$ cat config.mk
export PLATFORM = sky130hd
export DESIGN_NAME = misc_alu
export DESIGN_NICKNAME = d
export VERILOG_FILES = /design/src/source/misc_pkg.sv /design/src/source/misc_alu.sv /design/src/source/misc_stage_finish.sv /design/src/source/misc_stage_prepare.sv /design/src/source/misc_stage_select.sv
export SDC_FILE = /design/constraint.sdc
export NUM_CORES = 1
export LEC_CHECK = 0
export ABC_AREA = 1
export BUFFER_PORTS_ARGS = -buffer_cell sky130_fd_sc_hd__buf_2
export CORE_MARGIN = 2
export CORE_UTILIZATION = 40
export DETAILED_ROUTE_END_ITERATION = 16
export MAX_ROUTING_LAYER = met4
export RECOVER_POWER = 50
export SYNTH_ARGS = -nofsm -noshare
export SYNTH_HDL_FRONTEND = slang
export SYNTH_SLANG_ARGS = --single-unit
$ cat constraint.sdc
create_clock -name clk -period 3.6 [get_ports clk]
set_input_delay 0.18 -clock clk [delete_from_list [all_inputs] [get_ports clk]]
set_output_delay 0.18 -clock clk [all_outputs]
set_load 0.05 [all_outputs]
$ cat src/source/misc_pkg.sv
package misc_pkg;

	localparam int DATA_WIDTH = 16;
	localparam int WIDE_WIDTH = 32;

	typedef logic signed [DATA_WIDTH-1:0] data_t;
	typedef logic signed [WIDE_WIDTH-1:0] wide_t;
	typedef logic [3:0] shift_t;
	typedef logic [3:0] dest_t;
	typedef logic [3:0] misc_op_t;

	// Codes 9 to 15 are undefined and give a zero result.
	localparam misc_op_t OP_LSH      = 4'd0;
	localparam misc_op_t OP_RSH      = 4'd1;
	localparam misc_op_t OP_ABS      = 4'd2;
	localparam misc_op_t OP_MIN      = 4'd3;
	localparam misc_op_t OP_MAX      = 4'd4;
	localparam misc_op_t OP_CLAMP    = 4'd5;
	localparam misc_op_t OP_MOV_ACC  = 4'd6;
	localparam misc_op_t OP_MOV_LACC = 4'd7;
	localparam misc_op_t OP_MOV_UACC = 4'd8;

	// The first stage handles the shifts by 8 and 4, the second those by 2 and 1.
	localparam shift_t SHIFT_COARSE_MASK = 4'b1100;

	localparam wide_t SAT_MAX = 32'sd32767;
	localparam wide_t SAT_MIN = -32'sd32768;

	typedef struct packed {
		misc_op_t op;
		data_t    arg_a;
		data_t    arg_b;
		data_t    arg_c;
		wide_t    accumulator;
		shift_t   shift;
		logic     saturate_disable;
		dest_t    dest;
	} misc_req_t;

	typedef struct packed {
		misc_op_t op;
		data_t    lsh;
		data_t    rsh;
		wide_t    acc_shift;
		data_t    lower_acc;
		data_t    upper_acc;
		data_t    abs_val;
		data_t    min_val;
		data_t    max_val;
		data_t    clamp_val;
		data_t    clamp_lo;
		data_t    clamp_hi;
		shift_t   shift;
		logic     saturate_disable;
		dest_t    dest;
	} misc_prep_t;

	typedef struct packed {
		misc_op_t op;
		data_t    lsh;
		data_t    rsh;
		wide_t    acc_shift;
		data_t    lower_acc;
		data_t    upper_acc;
		data_t    abs_val;
		data_t    min_val;
		data_t    max_val;
		data_t    clamp_val;
		logic     saturate_disable;
		dest_t    dest;
	} misc_fin_t;

	typedef struct packed {
		wide_t result;
		dest_t dest;
	} misc_resp_t;

endpackage

$ cat src/source/misc_alu.sv
`timescale 1ns/1ps

module misc_alu (
	input logic clk,
	input logic reset,
	input logic in_valid,
	output logic in_ready,
	input misc_pkg::misc_req_t req,
	output logic out_valid,
	input logic out_ready,
	output misc_pkg::misc_resp_t resp
);

	logic prep_valid;
	logic prep_ready;
	misc_pkg::misc_prep_t prep;
	logic fin_valid;
	logic fin_ready;
	misc_pkg::misc_fin_t fin;

	misc_stage_prepare stage_prepare (
		.clk(clk),
		.reset(reset),
		.in_valid(in_valid),
		.in_ready(in_ready),
		.req(req),
		.out_valid(prep_valid),
		.out_ready(prep_ready),
		.prep(prep)
	);

	misc_stage_finish stage_finish (
		.clk(clk),
		.reset(reset),
		.in_valid(prep_valid),
		.in_ready(prep_ready),
		.prep(prep),
		.out_valid(fin_valid),
		.out_ready(fin_ready),
		.fin(fin)
	);

	misc_stage_select stage_select (
		.clk(clk),
		.reset(reset),
		.in_valid(fin_valid),
		.in_ready(fin_ready),
		.fin(fin),
		.out_valid(out_valid),
		.out_ready(out_ready),
		.resp(resp)
	);

endmodule

$ cat src/source/misc_stage_finish.sv
`timescale 1ns/1ps

module misc_stage_finish (
	input logic clk,
	input logic reset,
	input logic in_valid,
	output logic in_ready,
	input misc_pkg::misc_prep_t prep,
	output logic out_valid,
	input logic out_ready,
	output misc_pkg::misc_fin_t fin
);

	misc_pkg::shift_t fine;
	misc_pkg::data_t lsh_2;
	misc_pkg::data_t rsh_2;
	misc_pkg::wide_t acc_2;
	misc_pkg::misc_fin_t fin_next;
	logic take_in;

	assign in_ready = !out_valid || out_ready;
	assign take_in = in_valid && in_ready;

	assign fine = prep.shift & ~misc_pkg::SHIFT_COARSE_MASK;

	// The partial results from the first stage continue here, by 2 and then by 1.
	assign lsh_2 = fine[1] ? (prep.lsh << 2) : prep.lsh;
	assign rsh_2 = fine[1] ? (prep.rsh >> 2) : prep.rsh;
	assign acc_2 = fine[1] ? (prep.acc_shift >>> 2) : prep.acc_shift;

	always_comb begin
		fin_next.op = prep.op;
		fin_next.lsh = fine[0] ? (lsh_2 << 1) : lsh_2;
		fin_next.rsh = fine[0] ? (rsh_2 >> 1) : rsh_2;
		fin_next.acc_shift = fine[0] ? (acc_2 >>> 1) : acc_2;
		fin_next.lower_acc = prep.lower_acc;
		fin_next.upper_acc = prep.upper_acc;
		fin_next.abs_val = prep.abs_val;
		fin_next.min_val = prep.min_val;
		fin_next.max_val = prep.max_val;
		fin_next.clamp_val = (prep.clamp_val < prep.clamp_lo) ? prep.clamp_lo :
			((prep.clamp_val > prep.clamp_hi) ? prep.clamp_hi : prep.clamp_val);
		fin_next.saturate_disable = prep.saturate_disable;
		fin_next.dest = prep.dest;
	end

	always_ff @(posedge clk) begin
		if (reset) begin
			out_valid <= 1'b0;
			fin <= '0;
		end else if (take_in) begin
			out_valid <= 1'b1;
			fin <= fin_next;
		end else if (out_ready) begin
			out_valid <= 1'b0;
		end
	end

endmodule

$ cat src/source/misc_stage_prepare.sv
`timescale 1ns/1ps

module misc_stage_prepare (
	input logic clk,
	input logic reset,
	input logic in_valid,
	output logic in_ready,
	input misc_pkg::misc_req_t req,
	output logic out_valid,
	input logic out_ready,
	output misc_pkg::misc_prep_t prep
);

	misc_pkg::shift_t coarse;
	misc_pkg::data_t lsh_8;
	misc_pkg::data_t rsh_8;
	misc_pkg::wide_t acc_8;
	misc_pkg::misc_prep_t prep_next;
	logic clamp_swap;
	logic take_in;

	// The register slice can accept when it is empty or is being drained this cycle.
	assign in_ready = !out_valid || out_ready;
	assign take_in = in_valid && in_ready;

	assign coarse = req.shift & misc_pkg::SHIFT_COARSE_MASK;

	// First step of each shift, by 8 when bit 3 is set.
	assign lsh_8 = coarse[3] ? (req.arg_a << 8) : req.arg_a;
	assign rsh_8 = coarse[3] ? (req.arg_a >> 8) : req.arg_a;
	assign acc_8 = coarse[3] ? (req.accumulator >>> 8) : req.accumulator;

	assign clamp_swap = req.arg_c < req.arg_b;

	always_comb begin
		prep_next.op = req.op;

		// Second step, by 4 when bit 2 is set.
		prep_next.lsh = coarse[2] ? (lsh_8 << 4) : lsh_8;
		prep_next.rsh = coarse[2] ? (rsh_8 >> 4) : rsh_8;
		prep_next.acc_shift = coarse[2] ? (acc_8 >>> 4) : acc_8;

		prep_next.lower_acc = req.accumulator[misc_pkg::DATA_WIDTH-1:0];
		prep_next.upper_acc = req.accumulator[misc_pkg::WIDE_WIDTH-1:misc_pkg::DATA_WIDTH];

		// Negating -32768 wraps back to -32768 in 16 bits.
		prep_next.abs_val = (req.arg_a < 0) ? -req.arg_a : req.arg_a;
		prep_next.min_val = (req.arg_a < req.arg_b) ? req.arg_a : req.arg_b;
		prep_next.max_val = (req.arg_a > req.arg_b) ? req.arg_a : req.arg_b;

		// Bounds may arrive in either order.
		prep_next.clamp_val = req.arg_a;
		prep_next.clamp_lo = clamp_swap ? req.arg_c : req.arg_b;
		prep_next.clamp_hi = clamp_swap ? req.arg_b : req.arg_c;

		prep_next.shift = req.shift;
		prep_next.saturate_disable = req.saturate_disable;
		prep_next.dest = req.dest;
	end

	always_ff @(posedge clk) begin
		if (reset) begin
			out_valid <= 1'b0;
			prep <= '0;
		end else if (take_in) begin
			out_valid <= 1'b1;
			prep <= prep_next;
		end else if (out_ready) begin
			out_valid <= 1'b0;
		end
	end

endmodule

$ cat src/source/misc_stage_select.sv
`timescale 1ns/1ps

module misc_stage_select (
	input logic clk,
	input logic reset,
	input logic in_valid,
	output logic in_ready,
	input misc_pkg::misc_fin_t fin,
	output logic out_valid,
	input logic out_ready,
	output misc_pkg::misc_resp_t resp
);

	misc_pkg::wide_t value;
	misc_pkg::wide_t value_sat;
	misc_pkg::misc_resp_t resp_next;
	logic take_in;

	assign in_ready = !out_valid || out_ready;
	assign take_in = in_valid && in_ready;

	// The 16-bit operands are signed, so plain assignment sign-extends them.
	always_comb begin
		case (fin.op)
			misc_pkg::OP_LSH: value = fin.lsh;
			misc_pkg::OP_RSH: value = fin.rsh;
			misc_pkg::OP_ABS: value = fin.abs_val;
			misc_pkg::OP_MIN: value = fin.min_val;
			misc_pkg::OP_MAX: value = fin.max_val;
			misc_pkg::OP_CLAMP: value = fin.clamp_val;
			misc_pkg::OP_MOV_ACC: value = fin.acc_shift;
			misc_pkg::OP_MOV_LACC: value = fin.lower_acc;
			misc_pkg::OP_MOV_UACC: value = fin.upper_acc;
			default: value = '0;
		endcase
	end

	assign value_sat = (value < misc_pkg::SAT_MIN) ? misc_pkg::SAT_MIN :
		((value > misc_pkg::SAT_MAX) ? misc_pkg::SAT_MAX : value);

	always_comb begin
		resp_next.result = fin.saturate_disable ? value : value_sat;
		resp_next.dest = fin.dest;
	end

	always_ff @(posedge clk) begin
		if (reset) begin
			out_valid <= 1'b0;
			resp <= '0;
		end else if (take_in) begin
			out_valid <= 1'b1;
			resp <= resp_next;
		end else if (out_ready) begin
			out_valid <= 1'b0;
		end
	end

endmodule

Word level (Yosys, flattened, before mapping) --
Cells that the tools add are included.
Operators by class: add/subtract/negate cells 1, $lt $le $gt $ge 8, equal/unequal tests 8, multiplexer cells 29, reduce and logical (&&, ||, !) cells 13
Operators with widths (count):
- $pmux W32 S9 | 1
- $mux W16 | 15
- $mux W31 | 4
- $mux W32 | 3
- $lt A16 B16 Y1 | 3
- $gt A16 B16 Y1 | 2
- $gt A32 B16 Y1 const B | 1
- $lt A32 B16 Y1 const B | 1
- $eq A4 B3 Y1 const B | 4
- $lt A16 B1 Y1 const B | 1
- $neg A16 Y16 | 1
- $eq A4 B2 Y1 const B | 2
- $mux W1 | 6
- $reduce_bool A2 Y1 | 3
- $eq A4 B1 Y1 const B | 1
- $eq A4 B4 Y1 const B | 1
- $logic_not A4 Y1 | 1
- $logic_and A1 B1 Y1 | 3
- $logic_not A1 Y1 | 3
- $logic_or A1 B1 Y1 | 3
Word-level totals: flip-flop bits (word level) 411, output and inout port bits 38, word-level logic and storage cells 91

Depth between registers and ports, before layout --
word-level depth 6, mapped depth 17, mapped depth without buffers 16

By module --
A second synthesis with hierarchy kept.
Second synthesis, totals: cell total of the unflattened synthesis 3171, area, all modules 21264.1 um^2
By module, submodules not included:
- misc_stage_prepare | instances 1, cells each 1419, area each 9859.5 um^2, seq. area each 4083.9 um^2
- misc_stage_finish | instances 1, cells each 1260, area each 8605.8 um^2, seq. area each 3403.3 um^2
- misc_stage_select | instances 1, cells each 492, area each 2798.9 um^2, seq. area each 740.7 um^2

Worst setup path after synthesis --
No wires, ideal clock.
kind flip-flop to flip-flop, from register stage_select.out_valid, to register stage_prepare.prep[92] (netlist name), library setup time 117 ps, data arrival time 2231 ps, data required time 3483 ps, setup slack 1251 ps, stages on the path, launching flop included 10, buffers on the path 2, clock period less this slack 2349 ps, cell sequence dfxtp_1 -> nand2_1 -> nor2_1 -> nand2_1 -> nand2_1 -> inv_1 -> clkbuf_1 -> clkbuf_1 -> o221ai_1 -> inv_1
On the way: longest elaborated chain between the ends 5
Ends and longest elaborated chain:
- from (decl) | line misc_stage_select.sv:9 | output logic out_valid,
- from (signal assigned) | line misc_stage_select.sv:48 | out_valid <= 1'b0;
- from (signal assigned) | line misc_stage_select.sv:51 | out_valid <= 1'b1;
- from (signal assigned) | line misc_stage_select.sv:54 | out_valid <= 1'b0;
- $logic_not A1 Y1 | line misc_stage_select.sv:19 | assign in_ready = !out_valid || out_ready;
- $logic_or A1 B1 Y1 | line misc_stage_select.sv:19
- $logic_or A1 B1 Y1 | line misc_stage_finish.sv:21 | assign in_ready = !out_valid || out_ready;
- $logic_or A1 B1 Y1 | line misc_stage_prepare.sv:23 | assign in_ready = !out_valid || out_ready;
- named net in_ready | line misc_alu.sv:7 | output logic in_ready,
- $logic_and A1 B1 Y1 | line misc_stage_prepare.sv:24 | assign take_in = in_valid && in_ready;
The timed path passes the listed nets, and every way through them passes these cells. A chain may end at the register's enable or synchronous reset.

Final worst setup path --
from register stage_select.out_valid, to register stage_prepare.prep[183] (netlist name)
On the way: longest elaborated chain between the ends 5
Ends and longest elaborated chain (line):
- $logic_not A1 Y1 | misc_stage_select.sv:19
- $logic_or A1 B1 Y1 | misc_stage_select.sv:19
- $logic_or A1 B1 Y1 | misc_stage_finish.sv:21
- $logic_or A1 B1 Y1 | misc_stage_prepare.sv:23
- $logic_and A1 B1 Y1 | misc_stage_prepare.sv:24
Every way passes these cells.

==> impl_metrics.json <==
{
  "synthesis.area_um2": 20800,
  "run_status": "complete, but fails checks",
  "violations_in_the_final_reports": "max-capacitance violations, max-slew violations",
  "finalHoldViolCount": 0,
  "floorplan.io_pins": 135,
  "dominantRegCellSynth": "sky130_fd_sc_hd__dfxtp_1",
  "setup_viol_count_final": 0,
  "timing.critical_path.to_type": "flop",
  "timing.fmax_ghz": 0.307,
  "worst_slew_margin_rel": -0.442,
  "clock_tree_from_tritoncts": "built",
  "dp.final_hpwl_um": 55100,
  "synthSimpleGateAreaFrac": 0.279,
  "number_of_nets_in_the_synthesized_netlist": 3246,
  "holdBufCountCts": 57,
  "first_iter_violations": 2299,
  "critPathArrivalTime_ps": 3760,
  "htree_num_levels": 2,
  "worst_setup_path_start_kind": "flop",
  "post_drt_via_cell_ratio": 5.60,
  "total_power_per_unit_cell_area_nw_per_um2": 511,
  "postSynthRegisterBits": 408,
  "die_width_um": 232,
  "grt_setup_unrepaired": "no",
  "clkSlewWorstSetupHoldPaths_ps": 60,
  "grt_util_all_layers": 0.289,
  "post-synth-top-area-cell": "sky130_fd_sc_hd__dfxtp_1",
  "post_synthesis_compound_gate_area_fraction": 0.201,
  "holdCritPathClass": "input pin to flop",
  "syn-instance-count": 3086,
  "yosysWarningCount": 0,
  "irDropWorstVdd_mv": 0.342,
  "num_rows": 83,
  "clk_latency_ps": 590,
  "initial_core_util": 0.405,
  "routed-via-count": 21600,
  "antenna_cells": 0,
  "final_net_count": 3300,
  "worstHoldStart": "req[77]",
  "postRouteAntennaNets": 0,
  "cts.sink_count": 408,
  "grt_max_degree": 161,
  "regToRegSetupSlack_ps": 340,
  "synth_top_family_by_area": "simple AND/OR/NAND/NOR gates",
  "synth.avg_cell_area_um2": 6.75,
  "drv_slew": 293,
  "finalCritPeriodShare": 0.906,
  "post_synth_xor_area_fraction": 0.00168,
  "ys_top_cells_by_count": "sky130_fd_sc_hd__nand2_1 (688), sky130_fd_sc_hd__dfxtp_1 (408), sky130_fd_sc_hd__nor2_1 (360)",
  "post_synth_mux_area_share": 0.000481,
  "yosys.area_share.adder": 0.0378,
  "fin_crit_ps": 3260,
  "worst_ep_required_time_ps": 4100,
  "die_height_um": 232,
  "number_of_flops_mapped_to_enable_cells_by_yosys": 0,
  "vias_in_the_first_global_route": 19600,
  "firstDrtPassIters": 5,
  "cp_cell_sequence": "nand2_1, nor2_1, nand2_1, nand2_4, inv_6, clkbuf_2, nand4_1, a21oi_1",
  "critical_path.max_fanout": 84,
  "crit_path_frequent_cell": "sky130_fd_sc_hd__nand2_1",
  "synth_seq_area_share": 0.392,
  "final_layout_setup_total_negative_slack_ps": 0,
  "critical_path_class": "flop to flop",
  "synth.top_cells.by_area": "sky130_fd_sc_hd__dfxtp_1 (39%), sky130_fd_sc_hd__nand2_1 (12%), sky130_fd_sc_hd__o21ai_0 (6.8%)",
  "critical-path-max-stage-delay_ps": 1340,
  "syn_to_final_growth_pct": 15.0,
  "worstMarginPinSlew_ps": 2160,
  "filler_cell_count": 5290,
  "holdWs_ps": 24.0,
  "gp_congestion": 0.936,
  "synth.most_common_cell": "sky130_fd_sc_hd__nand2_1",
  "avgRoutedWirePerCell_um": 20.0,
  "cts_resized": 0,
  "final_layout_size_suffix_gt1_frac": 0.0778,
  "post-synth-top-area-fraction": 0.392,
  "cts_root_buf": "sky130_fd_sc_hd__clkbuf_16",
  "startpoint_of_the_worst_register_to_register_path": "stage_select.out_valid",
  "initial_antenna_violation_count": 2,
  "grt_pass1_wl_um": 118000,
  "yosys_cell_types": 43,
  "standby_leakage_power_nw": 10.4,
  "worst_clock_skew_ps": 24.0,
  "grt-ovfl-total": 0,
  "cts.repair_timing.setup_buffer_count": 0,
  "die_area_um2": 53900,
  "worstSetupStartpoint": "stage_select.out_valid",
  "tritoncts.num_buffers": 47,
  "cap_viol_max_count": 4,
  "number_of_buffers_added_on_ports": 134,
  "remaining_drc_errors": 0,
  "floorplan.core_area_um2": 51400,
  "postSynth.asyncResetShare": 0,
  "slowest_stage": "sky130_fd_sc_hd__clkbuf_2",
  "total_wirelength_of_the_detailed_routed_design_um": 77300,
  "cts-root-to-sink-buffers": 3
}
==> cell type report <==
cell class	instances	area, um^2	area share
Multi-Input combinational cell	2201	10800	0.452
Clock buffer	61	1340	0.0559
Inverter	244	926	0.0386
Tap cell	680	851	0.0355
Timing Repair Buffer	238	1600	0.0666
Clock inverter	24	248	0.0103
Sequential cell	408	8170	0.341
==> routing by layer <==
metal  vias up  global-route usage  share of wire
li1      10400                   -              -
met1     10300               0.419           0.47
met2       820               0.421           0.43
met3       102              0.0376          0.074
met4         0              0.0711          0.021
met5         -                   -              0
==> registers in the layout (all words and copies together) (netlist names) <==
signal                   cells
stage_finish.fin           168
stage_finish.out_valid       1
stage_prepare.out_valid      1
stage_prepare.prep         201
stage_select.out_valid       1
stage_select.resp           36
==> logic make-up after synthesis <==
| family | count (synthesis) |
|---|---|
| AO/OA/AOI/OAI | 731 |
| XOR/XNOR | 4 |
| AND/OR/NAND/NOR | 1402 |
| buffers and inverters | 477 |
| multiplexers | 1 |
| flip-flops | 408 |
| adder cells (fa/ha/maj) | 63 |
==> placed cells by master (no fill, tap or decap), types with 3 or more instances in the layout <==
cell                            synthesis  layout
sky130_fd_sc_hd__a211oi_1              26      26
sky130_fd_sc_hd__a21o_1                 3       3
sky130_fd_sc_hd__a21oi_1              245     245
sky130_fd_sc_hd__a22o_1                 5       5
sky130_fd_sc_hd__a22oi_1                4       4
sky130_fd_sc_hd__a311oi_1               3       3
sky130_fd_sc_hd__a31oi_1               29      29
sky130_fd_sc_hd__a32o_1                 8       8
sky130_fd_sc_hd__buf_12                 0       5
sky130_fd_sc_hd__buf_2                  7      95
sky130_fd_sc_hd__buf_4                  0      37
sky130_fd_sc_hd__bufinv_16              0       4
sky130_fd_sc_hd__clkbuf_1             202      42
sky130_fd_sc_hd__clkbuf_16              0      47
sky130_fd_sc_hd__clkbuf_2               0       5
sky130_fd_sc_hd__clkbuf_8               0      11
sky130_fd_sc_hd__clkinv_2               0      12
sky130_fd_sc_hd__clkinv_4               0       4
sky130_fd_sc_hd__dfxtp_1              408     406
sky130_fd_sc_hd__dlygate4sd3_1          0      57
sky130_fd_sc_hd__ha_1                  63      63
sky130_fd_sc_hd__inv_1                236     235
sky130_fd_sc_hd__inv_2                  5       5
sky130_fd_sc_hd__inv_6                  0       4
sky130_fd_sc_hd__nand2_1              688     686
sky130_fd_sc_hd__nand2_2                3       3
sky130_fd_sc_hd__nand3_1              261     261
sky130_fd_sc_hd__nand4_1               37      37
sky130_fd_sc_hd__nor2_1               360     360
sky130_fd_sc_hd__nor2_2                 3       3
sky130_fd_sc_hd__nor2_4                 5       5
sky130_fd_sc_hd__nor3_1                37      37
sky130_fd_sc_hd__nor4_1                 5       5
sky130_fd_sc_hd__o2111ai_1              9       9
sky130_fd_sc_hd__o211ai_1              98      98
sky130_fd_sc_hd__o21a_1                 4       4
sky130_fd_sc_hd__o21ai_0              282     282
sky130_fd_sc_hd__xor2_1                 4       4
==> final timing paths <==
check / end / cells past startpoint
worst min-delay path: stage_prepare.prep[61] / 3
worst max-delay path: stage_prepare.prep[183] / 8
worst min register to register: stage_finish.fin[65] / 2
worst max register to register: stage_prepare.prep[183] / 8
==> metrics by stage <==
step / power [mW] / setup WS, ps / instance area, um^2 / util / std cells
floorplan: 6.59 / 1250 / 20800 / - / 3086
global placement: 7.30 / 744 / 21900 / 0.426 / 3714
detailed placement: 7.32 / 708 / 21900 / 0.426 / 3714
CTS: 12.3 / 742 / 24000 / 0.468 / 3856
global route: 12.8 / 217 / 24000 / 0.466 / 3856
finish: 12.3 / 339 / 24000 / 0.466 / 3856
==> critical path: cells and delay by family, from the launching register on <==
kind	cells	cell delay [ps]
buffers and inverters	2	1660
flip-flops	1	310
AO/OA/AOI/OAI	1	250
AND/OR/NAND/NOR	5	900
==> power by group <==
group / total (mW) / switching, mW / internal, mW
registers: 5.10 / 0.250 / 4.85
clock network: 4.93 / 2.02 / 2.91
logic: 2.23 / 1.54 / 0.683
total: 12.3 / 3.81 / 8.44
(Power assumes the default switching activity.)
